**src/source/cache_defines.svh**
```systemverilog
// ##########################################################
// cache geometry, memory size and memory latency
// ##########################################################

`ifndef CACHE_DEFINES_SVH
`define CACHE_DEFINES_SVH

// address split: tag | set | word offset | byte
`define CACHE_TAG_BITS 25
`define CACHE_INDEX_BITS 3
`define CACHE_OFFSET_BITS 2

// ways per set, and the rank width for the LRU order
`define CACHE_ASSOC 4
`define CACHE_LRU_BITS ($clog2(`CACHE_ASSOC))

// derived cache sizes
`define CACHE_SETS (1 << `CACHE_INDEX_BITS)
`define CACHE_BLOCK_WORDS (1 << `CACHE_OFFSET_BITS)

// backing memory depth in 32-bit words
`define MEM_WORDS 4096

// same memory counted in cache blocks
`define MEM_BLOCKS (`MEM_WORDS / `CACHE_BLOCK_WORDS)

// cycles from a read or write strobe to mem_ready
`define MEM_LATENCY 4

`endif
```
**src/source/cache_pkg.sv**
```systemverilog
// ##########################################################
// cache types: tag entries, data blocks, address fields
// ##########################################################

`default_nettype none

`include "cache_defines.svh"

package cache_pkg;

    // address fields
    typedef logic [`CACHE_TAG_BITS-1:0] tag_t;
    typedef logic [`CACHE_INDEX_BITS-1:0] set_index_t;
    typedef logic [`CACHE_OFFSET_BITS-1:0] word_offset_t;

    // way number, also used as an LRU rank
    typedef logic [`CACHE_LRU_BITS-1:0] way_index_t;

    // one tag entry per way
    typedef struct packed {
        logic valid;
        logic dirty;
        tag_t tag;
    } tag_entry_t;

    // a full block, word 0 in the low bits
    typedef logic [`CACHE_BLOCK_WORDS-1:0][31:0] data_block_t;

endpackage

`default_nettype wire

```
**src/source/cache_controller.sv**
```systemverilog
// ##########################################################
// cache FSM: lookup, hit merge, write-back, refill, done
// ##########################################################

`timescale 1ns/1ps
`default_nettype none

`include "cache_defines.svh"

module cache_controller (
    input  logic                                      clock,
    input  logic                                      reset,
    // cpu side
    input  logic                                      req,
    input  logic                                      we,
    input  logic [31:0]                               addr,
    input  logic [3:0]                                byte_mask,
    input  logic [31:0]                               write_word,
    output logic                                      busy,
    output logic                                      done,
    output logic                                      hit,
    output logic [31:0]                               read_word,
    // tag and data stores share the set
    output cache_pkg::set_index_t                     tag_set,
    input  cache_pkg::tag_entry_t [`CACHE_ASSOC-1:0]  tag_ways,
    output logic                                      tag_write,
    output cache_pkg::way_index_t                     tag_write_way,
    output cache_pkg::tag_entry_t                     tag_write_entry,
    input  cache_pkg::data_block_t [`CACHE_ASSOC-1:0] data_ways,
    output logic                                      data_write,
    output cache_pkg::way_index_t                     data_write_way,
    output cache_pkg::data_block_t                    data_write_block,
    // lru
    input  cache_pkg::way_index_t                     victim,
    output logic                                      touch,
    output cache_pkg::way_index_t                     touch_way,
    // memory
    output logic                                      mem_read,
    output logic                                      mem_write,
    output logic [31:0]                               mem_addr,
    output cache_pkg::data_block_t                    mem_write_block,
    input  cache_pkg::data_block_t                    mem_read_block,
    input  logic                                      mem_ready
);

    typedef enum logic [2:0] {
        st_idle,
        st_lookup,
        st_wb_wait,
        st_refill_wait,
        st_finish
    } state_t;

    state_t                  state;
    cache_pkg::tag_t         tag_q;
    cache_pkg::set_index_t   set_q;
    cache_pkg::word_offset_t off_q;
    logic                    we_q;
    logic [3:0]              mask_q;
    logic [31:0]             wword_q;
    cache_pkg::way_index_t   victim_q;
    logic                    hit_q;
    logic [31:0]             read_word_q;

    logic                    hit_any;
    cache_pkg::way_index_t   hit_way;
    cache_pkg::way_index_t   fill_way;
    cache_pkg::tag_entry_t   victim_entry;
    cache_pkg::data_block_t  base_block;
    cache_pkg::data_block_t  new_block;
    logic [31:0]             new_word;
    logic                    do_hit;
    logic                    do_fill;
    logic                    accept;

    assign busy      = state inside {st_lookup, st_wb_wait, st_refill_wait};
    assign done      = (state == st_finish);
    assign hit       = hit_q;
    assign read_word = read_word_q;
    assign accept    = req && !busy;
    assign tag_set   = set_q;

    // tag compare across all ways of the latched set
    always_comb begin
        hit_any = 1'b0;
        hit_way = '0;
        for (int w = 0; w < `CACHE_ASSOC; w++) begin
            if (tag_ways[w].valid && tag_ways[w].tag == tag_q) begin
                hit_any = 1'b1;
                hit_way = cache_pkg::way_index_t'(w);
            end
        end
    end

    assign victim_entry = tag_ways[victim];
    assign do_hit       = (state == st_lookup) && hit_any;
    assign do_fill      = (state == st_refill_wait) && mem_ready;
    assign fill_way     = (state == st_refill_wait) ? victim_q : hit_way;

    // byte merge on top of the cached or refilled block
    always_comb begin
        base_block = (state == st_refill_wait) ? mem_read_block : data_ways[hit_way];
        new_word   = base_block[off_q];
        if (we_q) begin
            for (int b = 0; b < 4; b++) begin
                if (mask_q[b]) begin
                    new_word[8*b +: 8] = wword_q[8*b +: 8];
                end
            end
        end
        new_block        = base_block;
        new_block[off_q] = new_word;
    end

    // a read hit leaves the stores alone and only touches the LRU
    assign data_write       = do_fill || (do_hit && we_q);
    assign data_write_way   = fill_way;
    assign data_write_block = new_block;
    assign tag_write        = data_write;
    assign tag_write_way    = fill_way;
    assign tag_write_entry  = '{valid: 1'b1, dirty: we_q, tag: tag_q};
    assign touch            = do_hit || do_fill;
    assign touch_way        = fill_way;

    always_ff @(posedge clock or negedge reset) begin
        if (!reset) begin
            state     <= st_idle;
            mem_read  <= 1'b0;
            mem_write <= 1'b0;
            hit_q     <= 1'b0;
        end else begin
            mem_read  <= 1'b0;
            mem_write <= 1'b0;
            case (state)
                st_idle, st_finish: begin
                    state <= accept ? st_lookup : st_idle;
                end
                st_lookup: begin
                    hit_q <= hit_any;
                    if (hit_any) begin
                        state <= st_finish;
                    end else if (victim_entry.valid && victim_entry.dirty) begin
                        mem_write <= 1'b1;
                        state     <= st_wb_wait;
                    end else begin
                        mem_read <= 1'b1;
                        state    <= st_refill_wait;
                    end
                end
                st_wb_wait: begin
                    if (mem_ready) begin
                        mem_read <= 1'b1;
                        state    <= st_refill_wait;
                    end
                end
                st_refill_wait: begin
                    if (mem_ready) begin
                        state <= st_finish;
                    end
                end
                default: state <= st_idle;
            endcase
        end
    end

    // request, memory payload and result registers
    always_ff @(posedge clock) begin
        if (accept) begin
            tag_q   <= addr[31 -: `CACHE_TAG_BITS];
            set_q   <= addr[`CACHE_OFFSET_BITS+2 +: `CACHE_INDEX_BITS];
            off_q   <= addr[2 +: `CACHE_OFFSET_BITS];
            we_q    <= we;
            mask_q  <= byte_mask;
            wword_q <= write_word;
        end
        if (state == st_lookup && !hit_any) begin
            victim_q        <= victim;
            mem_write_block <= data_ways[victim];
            if (victim_entry.valid && victim_entry.dirty) begin
                mem_addr <= {victim_entry.tag, set_q, {(`CACHE_OFFSET_BITS+2){1'b0}}};
            end else begin
                mem_addr <= {tag_q, set_q, {(`CACHE_OFFSET_BITS+2){1'b0}}};
            end
        end
        // write-back done, point the refill at the requested block
        if (state == st_wb_wait && mem_ready) begin
            mem_addr <= {tag_q, set_q, {(`CACHE_OFFSET_BITS+2){1'b0}}};
        end
        if (do_hit || do_fill) begin
            read_word_q <= new_word;
        end
    end

endmodule

`default_nettype wire

```
**config.mk**
```make
export PLATFORM = sky130hd
export DESIGN_NAME = cache_controller
export DESIGN_NICKNAME = d
export VERILOG_FILES = /design/src/source/cache_pkg.sv /design/src/source/cache_controller.sv
export VERILOG_INCLUDE_DIRS = /design/src /design/src/source
export SDC_FILE = /design/constraint.sdc
export NUM_CORES = 1
export LEC_CHECK = 0
export BUFFER_PORTS_ARGS = -buffer_cell sky130_fd_sc_hd__buf_2
export CORE_AREA = 5 5 464 466
export CTS_CLUSTER_SIZE = 25
export DETAILED_ROUTE_END_ITERATION = 8
export DIE_AREA = 0 0 469 471
export HOLD_SLACK_MARGIN = 0.15
export PLACE_DENSITY_LB_ADDON = 0.25
export RECOVER_POWER = 25
export SLEW_MARGIN = 0
export SYNTH_ARGS = -nofsm -noshare
export SYNTH_HDL_FRONTEND = slang
export SYNTH_SLANG_ARGS = --single-unit
export TNS_END_PERCENT = 30
```
**constraint.sdc**
```tcl
create_clock -name clock -period 6.1 [get_ports clock]
set_input_delay 0.305 -clock clock [delete_from_list [all_inputs] [get_ports clock]]
set_output_delay 0.305 -clock clock [all_outputs]
set_load 0.01 [all_outputs]
```
* Yosys cells after proc, flatten, opt, wreduce, memory -nomap -nowiden *
Cells that the tools add are included.

word-level totals
  bits in read-only memories = 0
  memories = 0
  memory bits (writable) = 0
  output and inout port bits = 364
  bits in latches = 0
  input bits = 823
  register bits after elaboration = 267

operators by class
  shift-type cells = 0
  div/mod/pow operators = 0
  bitwise logic cells = 0
  add/subtract/negate cells = 0
  mux-type cells = 41
  eq/ne operators = 10
  multipliers = 0
  magnitude comparators = 4
  reduce and logical (&&, ||, !) cells = 21

operators with widths
  cell                  count
  $bmux W128 S2         2
  $mux W128             3
  $mux W32              6
  $bwmux W128           1
  $eq A25 B25 Y1        4
  $bmux W32 S2          1
  $demux W32 S2         1
  $bmux W27 S2          1
  $mux W8               4
  $mux W27              1
  $mux W1               13
  $logic_and A1 B1 Y1   12
  $pmux W3 S4           1
  $lt A2 B3 Y1 const B  3
  $mux W3               3
  $eq A3 B2 Y1 const B  2
  $mux W2               3
  $ne A2 B2 Y1 const B  2
  $eq A3 B1 Y1 const B  1
  $eq A3 B3 Y1 const B  1
  $logic_not A3 Y1      1
  $reduce_bool A3 Y1    1
  $ge A2 B1 Y1 const B  1
  $logic_not A1 Y1      2
  other kinds (5)       6

* Depth between registers and ports, before layout *
Gate-level depths: netlist of the first run.

  word-level depth = 13
  gate-level depth with buffers = 13
  mapped depth without buffers = 9

* Least setup slack after synthesis of the first run *
OpenSTA, ideal clock, no wires.

  kind = reg-to-reg
  from = reg tag_q[13]
  to = reg state[0]
  period minus slack after synthesis = 4.904 ns
  arrival = 4.810 ns
  slack = 1.196 ns
  required time = 6.006 ns
  stages on the path, launching flop included = 12
  cells stage by stage = edfxtp_1 > buf_2 > xnor2_1 > nand4_1 > nor4_2 > and2_1 > buf_2 > nor4bb_1 > nand2_1 > inv_1 > a22oi_1 > o21ai_0

on the way
  cells in the longest elaborated chain, start to end = 8

RTL lines
  element                 line                     source
  from (decl)             cache_controller.sv:55   cache_pkg::tag_t tag_q;
  from (signal assigned)  cache_controller.sv:169  tag_q <= addr[31 -: `CACHE_TAG_BITS];
  $eq A25 B25 Y1          cache_controller.sv:88   if (tag_ways[w].valid && tag_ways[w].tag == tag_q) begin
  $logic_and A1 B1 Y1     cache_controller.sv:88
  $mux W1 (3 in series)   cache_controller.sv:88
  $mux W1 (*)             cache_controller.sv:88
  $mux W3 (*)             cache_controller.sv:140  if (hit_any) begin
  $pmux W3 S4 (*)         cache_controller.sv:134  case (state)
  to (signal assigned)    cache_controller.sv:136  state <= accept ? st_lookup : st_idle;
  to (signal assigned)    cache_controller.sv:141  state <= st_finish;
  to (signal assigned)    cache_controller.sv:144  state <= st_wb_wait;
  to (decl)               cache_controller.sv:54   state_t state;

Every way passes the cells marked *; elsewhere a longest branch is shown, timed or not.
A chain may end at the register's enable or synchronous reset.

==> impl_metrics.json, run 1 <==
{
  "clkSinkCount": 263,
  "wl_per_cell_um": 35.2,
  "setup_ws_ps": 620,
  "dp_cells": 5910,
  "hp-class": "in2reg",
  "routed_via_density": 4.23,
  "syn_inst": 2046,
  "fmax_mhz": 182,
  "holdBufCountCts": 370,
  "slew_headroom_pct": 23.3,
  "path_class": "reg2out",
  "cts_buffer_depth": 3,
  "ys_types": 67,
  "instances_no_fill": 6422,
  "finalCritPeriodShare_pct": 89.8,
  "synth_area_um2": 21900,
  "final_area_um2": 36700,
  "worstPathRequired_ps": 5790,
  "grt_pass1_wl_um": 284000,
  "vias": 27179,
  "core_um2": 211000,
  "synth_xor_area_share_pct": 4.12,
  "cts_setup_buffers": 0,
  "die_height_um": 471,
  "syn_to_final_growth_pct": 67.1,
  "slowest_stage": "and3_4",
  "root_buffer": "clkbuf_16",
  "finClkSkew_ps": 34.8,
  "cp_max_fo": 29,
  "die_w_um": 469,
  "tritoncts": "done",
  "power.leakage_nw": 13.4,
  "start_util_pct": 10.4,
  "clkLatencyLatePin_ps": 670,
  "antenna_found_initial": 129,
  "track_usage_pct": 19.4,
  "max_stage_delay_ps": 830,
  "synthArstFlopShare_pct": 2.28,
  "path_cells": "xnor2_1 > nand4_1 > nor4_1 > and3_4 > buf_4 > buf_4 > a211oi_1 > o21ai_0 > buf_4 > mux2_2 > buf_2",
  "wl_um": 226000,
  "status": "completed",
  "drcViolationCount": 0,
  "rsz0062_at_grt": "no",
  "maxCapViolCount": 0,
  "cts_buffers": 46,
  "placed_cell_area_um2": 31300,
  "synth_top_family_by_area": "compound AO/OA/AOI/OAI gates",
  "dp_worst_setup_slack_ps": 1190,
  "n_fill_cell": 23883,
  "synth_compound_area_share_pct": 24.8,
  "worst_slew_pin_slew_ps": 1150,
  "whs_ps": 192,
  "synth_simple_gate_area_share_pct": 8.99,
  "port_buffers": 1179,
  "slew_viol_final": 0,
  "overflow": 0,
  "grt_max_degree": 79,
  "crit_path_end_kind": "primary output",
  "seq_area_frac_synth_pct": 35.8,
  "top_usage_layer": "met2",
  "first_global_vias": 27468,
  "gr-usage-met2_pct": 33.2,
  "path_common_cell": "buf_4",
  "synthMuxAreaShare_pct": 20.9,
  "drt_iter0_markers": 2492,
  "die_area_um2": 221000,
  "pin_count": 1187,
  "report.final.setup_viol": 0,
  "finalSetupTns_ps": 0,
  "cts.htree.levels": 2,
  "gr-usage-met3_pct": 7.48,
  "drive_gt1_share_pct": 42.6,
  "synth_fa_ha_area_share_pct": 0,
  "finalCriticalPeriod_ps": 5480,
  "ant_nets": 0,
  "ir_worst_vdd_mv": 0.284,
  "met1_usage_pct": 22.0,
  "cp.arrival_ps": 5170,
  "row_count": 169,
  "synth_edf_count": 257,
  "nets": 4330,
  "drt_first_pass_iters": 6,
  "powerDensity_nw_per_um2": 361,
  "synthFlopType": "edfxtp_1",
  "hold_violations": 0,
  "ys_seq_elements": 263,
  "place_hpwl_um": 186000,
  "yosys_warnings": 0,
  "synth_area_per_cell_um2": 10.7,
  "routabilityCongestion": 0.883,
  "cts.clk_slew.worst_paths_ps": 60,
  "cts_resized": 0,
  "startpoint_type": "flop"
}
[metrics by stage]
stage                     utilization, %  power, W
after floorplan                        -   0.00590
after global placement              14.8    0.0102
after detailed placement            14.8    0.0102
after CTS                           17.4    0.0138
after global routing                17.4    0.0140
final                               17.4    0.0132
[report_power, final]
| group | internal [W] | switching, W |
|---|---|---|
| Sequential | 0.00271 | 0.000421 |
| Clock | 0.00192 | 0.00119 |
| Combinational | 0.00226 | 0.00473 |
| Total | 0.00690 | 0.00634 |
[final timing paths]
path / slack, ps / depth (start not counted) / startpoint / end
setup / recovery: 620 / 11 / tag_q[9] / data_write_block[19]
hold / removal: 190 / 2 / data_ways[42] / mem_write_block[42]
setup reg to reg: 1290 / 9 / tag_q[1] / mem_write_block[85]
hold reg to reg: 450 / 0 / tag_set[0] / mem_addr[4]
max in group asynchronous: 5150 / 3 / reset / state[1]
min in group asynchronous: 690 / 3 / reset / hit
[registers in the layout, indices dropped and copies added (netlist names)]
| name | count |
|---|---|
| mem_write_block | 128 |
| victim_q | 2 |
| mem_read | 1 |
| tag_q | 25 |
| mask_q | 4 |
| tag_set | 3 |
| wword_q | 32 |
| mem_addr | 28 |
| hit | 1 |
| off_q | 2 |
| we_q | 1 |
| state | 3 |
| read_word | 32 |
| mem_write | 1 |
[critical path, delay by kind of cell (launching register included)]
family / cells / cell delay [ps]
muxes: 1 / 180
DFF: 1 / 520
AOI/OAI and AO/OA: 2 / 630
and+or+nand+nor: 3 / 1370
xor gates and xnor gates: 1 / 590
buffers and inverters: 4 / 1170
[area by class of cell]
class | count | area, µm² | area share (%)
Antenna cell | 56 | 140 | 0.382
Multi-Input combinational cell | 1540 | 13000 | 35.6
Sequential cell | 263 | 7870 | 21.5
Timing Repair Buffer | 1650 | 10300 | 28.2
Inverter | 6 | 32.5 | 0.0887
Clock buffer | 53 | 1240 | 3.39
Tap cell | 2821 | 3530 | 9.63
Clock inverter | 33 | 468 | 1.28
[routing by layer]
metal / vias up / part of all wire, %
li1: 11346 / -
met4: 58 / 3.6
met5: - / 0.17
met1: 13640 / 37
met2: 1820 / 48
met3: 315 / 11
[cell usage in the layout (no fill, tap or decap), types with 42 or more instances in the layout]
cell type	Yosys	final
o21ai_1	61	56
buf_4	29	89
clkbuf_16	0	49
clkbuf_1	115	158
mux2_2	72	72
dlygate4sd3_1	0	370
a211oi_1	66	66
diode_2	0	56
buf_2	72	1023
a22oi_1	50	50
mux4_2	153	153
a221oi_1	97	97
nor2_1	133	131
edfxtp_1	257	257
nand2_1	100	97
xnor2_1	70	70
o21ai_0	97	88
a21boi_0	72	72
nor3_1	43	42
a21oi_1	114	114
[kinds of logic (layout without fill, tap and decap cells)]
logic type / after synthesis / count (layout)
AND/OR/NAND/NOR: 403 / 403
other: 2 / 61
multiplexers: 258 / 258
flip-flops: 263 / 263
buffers and inverters: 246 / 1742
AO/OA/AOI/OAI: 776 / 776
XOR/XNOR: 98 / 98
[cell usage after synthesis (14+ instances only)]
cell,n,share of area (%)
a21boi_0,72,2.5
mux2_2,72,3.7
a211oi_1,66,2.3
nor2_1,133,2.3
a22oi_1,50,1.7
xor2_1,22,0.88
mux4_2,153,16
o31ai_1,30,1.0
nand2_1,100,1.7
o21ai_1,61,1.4
o211ai_1,36,1.2
buf_1,18,0.31
nand4_1,28,0.80
a32oi_1,14,0.56
edfxtp_1,257,35
mux2i_1,33,1.5
clkbuf_1,115,2.0
nor3_1,43,0.98
a221o_1,30,1.4
buf_4,29,0.99
xnor2_1,70,2.8
o22ai_1,30,0.86
a21boi_1,21,0.72
or2_2,14,0.40
o32ai_1,15,0.60
buf_2,72,1.6
a21oi_1,114,2.6
o21ai_0,97,2.2
a221oi_1,97,3.9
Note: power is estimated with default switching activity, not from simulation.
==> run 2, diff against run 1 <==
==> constraint.sdc (replaced) <==
create_clock -name clock -period 6.1 [get_ports clock]
set_input_delay 0.61 -clock clock [delete_from_list [all_inputs] [get_ports clock]]
set_output_delay 0.61 -clock clock [all_outputs]
set_load 0.01 [all_outputs]
==> run 2 against run 1 <==
Net effect:
- the flow now finishes with violations (max-capacitance violations, max-slew violations)
- via count shrank 4.3%
- total power shrank 2.9%
- largest cell class unchanged
- highest routed layer unchanged
- hold slack gained 57 ps
- clock-buffer cell count is the same
- clock skew shrank 2.3 ps
- combinational power shrank 3%
- largest power group unchanged
==> impl_metrics.json, run 2 (synthesized netlist as in run 1, its figures left out) <==
{
  "die_height_um": 471,
  "crit_path_end_kind": "primary output",
  "track_usage_pct": 19.4,
  "startpoint_type": "flop",
  "finalSetupTns_ps": 0,
  "hold_violations": 0,
  "drcViolationCount": 0,
  "worst_slew_pin_slew_ps": 2840,
  "clkLatencyLatePin_ps": 670,
  "wl_um": 226000,
  "violations": "max-capacitance violations, max-slew violations",
  "overflow": 0,
  "reg2reg_slack_ps": 1360,
  "die_area_um2": 221000,
  "path_cells": "xnor2_1 > nand4_1 > nor4_2 > and2_4 > buf_4 > a211oi_1 > o21ai_0 > buf_4 > mux2_2 > buf_2",
  "multiInputGateArea_um2": 13000,
  "hp-class": "in2reg",
  "pin_count": 1187,
  "status": "finished, violations left",
  "finalCritPeriodShare_pct": 93.8,
  "routed_via_density": 4.24,
  "report.final.setup_viol": 0,
  "worstPathRequired_ps": 5490,
  "fmax_mhz": 175,
  "maxCapViolCount": 2,
  "drive_gt1_share_pct": 47.7,
  "wl_per_cell_um": 36.8,
  "syn_to_final_growth_pct": 53.3,
  "power.leakage_nw": 12.2,
  "slew_viol_final": 86,
  "final_cell_mix": "buf_2 (1,060), edfxtp_1 (257), mux4_2 (153), nor2_1 (131), clkbuf_1 (122)",
  "port_buffers": 1179,
  "core_um2": 211000,
  "cpLargestDelayFamily": "simple AND/OR/NAND/NOR gates",
  "path_common_cell": "buf_4",
  "cp_max_fo": 20,
  "die_w_um": 469,
  "final_area_um2": 33600,
  "start_util_pct": 10.4,
  "largest_reg_flops": 128,
  "drt_first_pass_iters": 5,
  "root_buffer": "clkbuf_16",
  "grt_max_degree": 93,
  "slew_headroom_pct": -89.1,
  "finClkSkew_ps": 32.5,
  "powerDensity_nw_per_um2": 382,
  "top_register": "mem_write_block",
  "row_count": 169,
  "cts.htree.levels": 2,
  "grt_pass1_wl_um": 282000,
  "nets": 4039,
  "ir_worst_vdd_mv": 0.217,
  "vias": 26013,
  "tritoncts": "done",
  "cp.arrival_ps": 5110,
  "n_fill_cell": 24039,
  "path_class": "reg2out",
  "placed_cell_area_um2": 31400,
  "routabilityCongestion": 0.902,
  "cts_buffer_depth": 3,
  "ant_nets": 0,
  "clkSinkCount": 263,
  "rsz0062_at_grt": "no",
  "finalCriticalPeriod_ps": 5720,
  "first_global_vias": 26055,
  "whs_ps": 249,
  "slowest_stage": "nor4_2",
  "cts.clk_slew.worst_paths_ps": 60,
  "place_hpwl_um": 187000,
  "drt_iter0_markers": 2660,
  "area.sequential_um2": 7870,
  "critPathBufInv": 3,
  "final_common_cell": "buf_2",
  "total_power_w": 0.0128,
  "antenna_found_initial": 141,
  "cts_buffers": 48,
  "final_util_pct": 16.0,
  "max_stage_delay_ps": 760
}
## run 2: changes by cell type in the layout (fill, tap and decap cells not counted), moves of 2 or more
cell           delta
buf_4             +7
buf_2            +37
clkinvlp_4        +3
clkinv_2          +4
clkinv_1          +2
clkinv_4          -4
clkinv_8          +3
clkbuf_1         -36
dlygate4sd3_1   -301
bufinv_16         -5
diode_2           +5
## run 2: repair_timing
item	4_1_cts	5_1_grt
resized for setup	0	0
setup buffers	0	0
hold buffers	69	0
hold endpoints to repair	74	0
## run 2: final cells by class
class | instances | share of cell area [%]
Clock buffer | 53 | 3.63
Multi-Input combinational cell | 1540 | 38.7
Timing Repair Buffer | 1357 | 22.1
Antenna cell | 61 | 0.454
Clock inverter | 36 | 1.13
Inverter | 6 | 0.0967
Tap cell | 2821 | 10.5
Sequential cell | 263 | 23.4
## run 2: routing by layer
layer | part of all wire, % | routed length (µm) | vias to the layer above | track usage (%)
li1 | - | - | 10761 | -
met2 | 48 | 108000 | 1686 | 32.5
met3 | 11 | 24000 | 349 | 7.36
met1 | 38 | 84900 | 13161 | 22.1
met4 | 3.8 | 8550 | 56 | 7.81
met5 | 0.15 | 350 | - | 0
## run 2: final timing paths
check,startpoint,to,cells after the start
max reg2reg,tag_q[7],read_word[19],10
max in group asynchronous,reset,state[0],2
min,mem_ready,state[1],2
max,tag_q[7],data_write_block[19],10
min in group asynchronous,reset,mem_write,2
min reg2reg,tag_set[2],mem_addr[6],0
## run 2: power breakdown
group	switching [W]	internal (W)	leakage, nW
clock	0.00124	0.00170	0.767
combinational	0.00471	0.00209	8.96
sequential	0.000402	0.00271	2.46
total	0.00635	0.00650	12.2
## run 2: through the flow
| step | cells | worst slack, ps |
|---|---|---|
| after floorplan | 2049 | 1200 |
| after global placement | 5918 | 944 |
| after detailed placement | 5918 | 893 |
| after CTS | 6076 | 132 |
| after global routing | 6113 | 273 |
| final | 6137 | 378 |
## run 2: worst register-to-register path: stages (launching register included)
cell	delay (ps)
edfxtp_1	630
xnor2_1	550
nand4_1	180
nor4_2	760
and2_4	570
buf_4	430
a211oi_1	90
o21ai_0	630
buf_4	290
o22ai_1	150
o21ai_1	260
==> run 3, diff against run 2 <==
Settings changed: CORE_AREA 5 5 464 466 to 5 5 459 461, CTS_BUF_LIST set to sky130_fd_sc_hd__clkbuf_4 sky130_fd_sc_hd__clkbuf_8, DIE_AREA 0 0 469 471 to 0 0 464 466.
==> run 3 against run 2 <==
Net effect:
- global-route usage up 1.2 points
- first-iteration DRC count down 3.5%
- sequential cell count unchanged
- critical endpoint is now data_write_block[3]
- clock skew up 18 ps
- sequential share of layout area down 0.74 points
- highest routed layer unchanged
- the flow still finishes with violations (max-capacitance violations, max-slew violations)
- largest power group unchanged
- non-clock buffer count up 133
- register-to-register slack better by 200 ps
- cell count up 0.64%
==> impl_metrics.json, run 3 (synthesized netlist as in run 1, its figures left out) <==
{
  "ant_nets": 0,
  "die_height_um": 466,
  "switchingPower_w": 0.00650,
  "violations": "max-capacitance violations, max-slew violations",
  "place_hpwl_um": 192000,
  "finalCriticalPeriod_ps": 5650,
  "clkSinkCount": 263,
  "nets": 4194,
  "drcViolationCount": 0,
  "overflow": 0,
  "vias": 26831,
  "first_global_vias": 26902,
  "row_count": 167,
  "sequentialPowerShare_pct": 24.3,
  "cts.htree.levels": 3,
  "cp_max_fo": 48,
  "hold_violations": 0,
  "p_comb_share_pct": 54.4,
  "syn_to_final_growth_pct": 58.3,
  "cts_buffers": 70,
  "top_register": "mem_write_block",
  "slew_headroom_pct": -108,
  "power.internal_w": 0.00646,
  "path_common_cell": "buf_4",
  "finClkSkew_ps": 50.5,
  "grt_pass1_wl_um": 291000,
  "wl_per_cell_um": 37.9,
  "slew_viol_final": 120,
  "root_buffer": "clkbuf_8",
  "track_usage_pct": 20.6,
  "finalSetupTns_ps": 0,
  "routabilityCongestion": 0.925,
  "path_class": "reg2out",
  "pin_count": 1187,
  "maxCapViolCount": 3,
  "clkLatencyLatePin_ps": 790,
  "routed_via_density": 4.34,
  "ir_worst_vdd_mv": 0.260,
  "cpLargestDelayFamily": "buffers and inverters",
  "multiInputGateArea_um2": 13000,
  "slowest_stage": "and3_4",
  "hp-class": "in2reg",
  "finalCritPeriodShare_pct": 92.6,
  "drt_first_pass_iters": 5,
  "power.leakage_nw": 12.8,
  "worst_slew_pin_slew_ps": 3120,
  "whs_ps": 275,
  "p_clk_share_pct": 21.2,
  "path_cells": "xnor2_1 > and4_1 > buf_4 > and3_4 > buf_12 > a21boi_0 > o32ai_1 > o21ai_1 > buf_4 > mux2_2 > buf_2",
  "wl_um": 234000,
  "crit_path_end_kind": "primary output",
  "cp.arrival_ps": 5040,
  "n_fill_cell": 23257,
  "die_area_um2": 216000,
  "start_util_pct": 10.7,
  "fmax_mhz": 177,
  "status": "finished, violations left",
  "port_buffers": 1179,
  "area.sequential_um2": 7870,
  "startpoint_type": "flop",
  "antenna_found_initial": 131,
  "critPathBufInv": 4,
  "cts_buffer_depth": 3,
  "drive_gt1_share_pct": 47.5,
  "final_common_cell": "buf_2",
  "final_cell_mix": "buf_2 (1,088), edfxtp_1 (257), dlygate4sd3_1 (190), mux4_2 (153), nor2_1 (131)",
  "worstPathRequired_ps": 5490,
  "cts.clk_slew.worst_paths_ps": 60,
  "rsz0062_at_grt": "no",
  "largest_reg_flops": 128,
  "drt_iter0_markers": 2567,
  "core_um2": 206000,
  "report.final.setup_viol": 0,
  "die_w_um": 464,
  "cts_setup_buffers": 0,
  "grt_max_degree": 100,
  "sw_frac_of_total_pct": 50.1,
  "tritoncts": "done",
  "max_stage_delay_ps": 640,
  "powerDensity_nw_per_um2": 373,
  "cts_resized": 0
}
-- run 3: path summary, 6_finish.rpt --
kind,startpoint,to,slack [ps],cells past startpoint
min,data_ways[220],mem_write_block[92],280,2
max reg2reg,tag_q[0],read_word[0],1560,11
min reg2reg,tag_set[0],mem_addr[4],460,0
max in group asynchronous,reset,state[1],4920,3
min in group asynchronous,reset,mem_write,880,3
max,tag_q[8],data_write_block[3],450,11
-- run 3: power groups by stage --
stage	Sequential [W]	Clock [W]	Combinational, W
detailed placement	0.00318	0	0.00719
floorplan	0.00317	0	0.00273
global route	0.00320	0.00293	0.00750
CTS	0.00316	0.00289	0.00734
finish	0.00315	0.00275	0.00706
global placement	0.00318	0	0.00721
-- run 3: cell type report --
cell class                      instances  area share [%]
Antenna cell                           47           0.339
Clock inverter                         40            1.10
Tap cell                             2704            9.74
Inverter                                6          0.0900
Timing Repair Buffer                 1490            25.3
Clock buffer                           86            3.23
Multi-Input combinational cell       1540            37.5
Sequential cell                       263            22.6
-- run 3: what timing repair did --
action | in CTS | in global routing
hold buffers | 190 | 0
hold endpoints to repair | 136 | 0
endpoints found under the setup margin | 0 | 0
-- run 3: per-stage QoR --
stage / util (%) / area [µm²] / setup slack, ps / cells / power (W)
floorplan: - / 22000 / 1200 / 2049 / 0.00590
global placement: 15.2 / 31400 / 1000 / 5813 / 0.0104
detailed placement: 15.2 / 31400 / 982 / 5813 / 0.0104
CTS: 16.9 / 34800 / 131 / 6129 / 0.0134
global route: 16.8 / 34700 / 233 / 6157 / 0.0136
finish: 16.9 / 34700 / 453 / 6176 / 0.0130
-- run 3: layer usage --
| metal | vias to the layer above | part of all wire, % | global-route usage, % |
|---|---|---|---|
| met3 | 386 | 10 | 8.37 |
| li1 | 11054 | - | - |
| met2 | 1750 | 49 | 35.4 |
| met4 | 92 | 3.6 | 6.69 |
| met1 | 13549 | 37 | 23.1 |
| met5 | - | 0.26 | 0 |
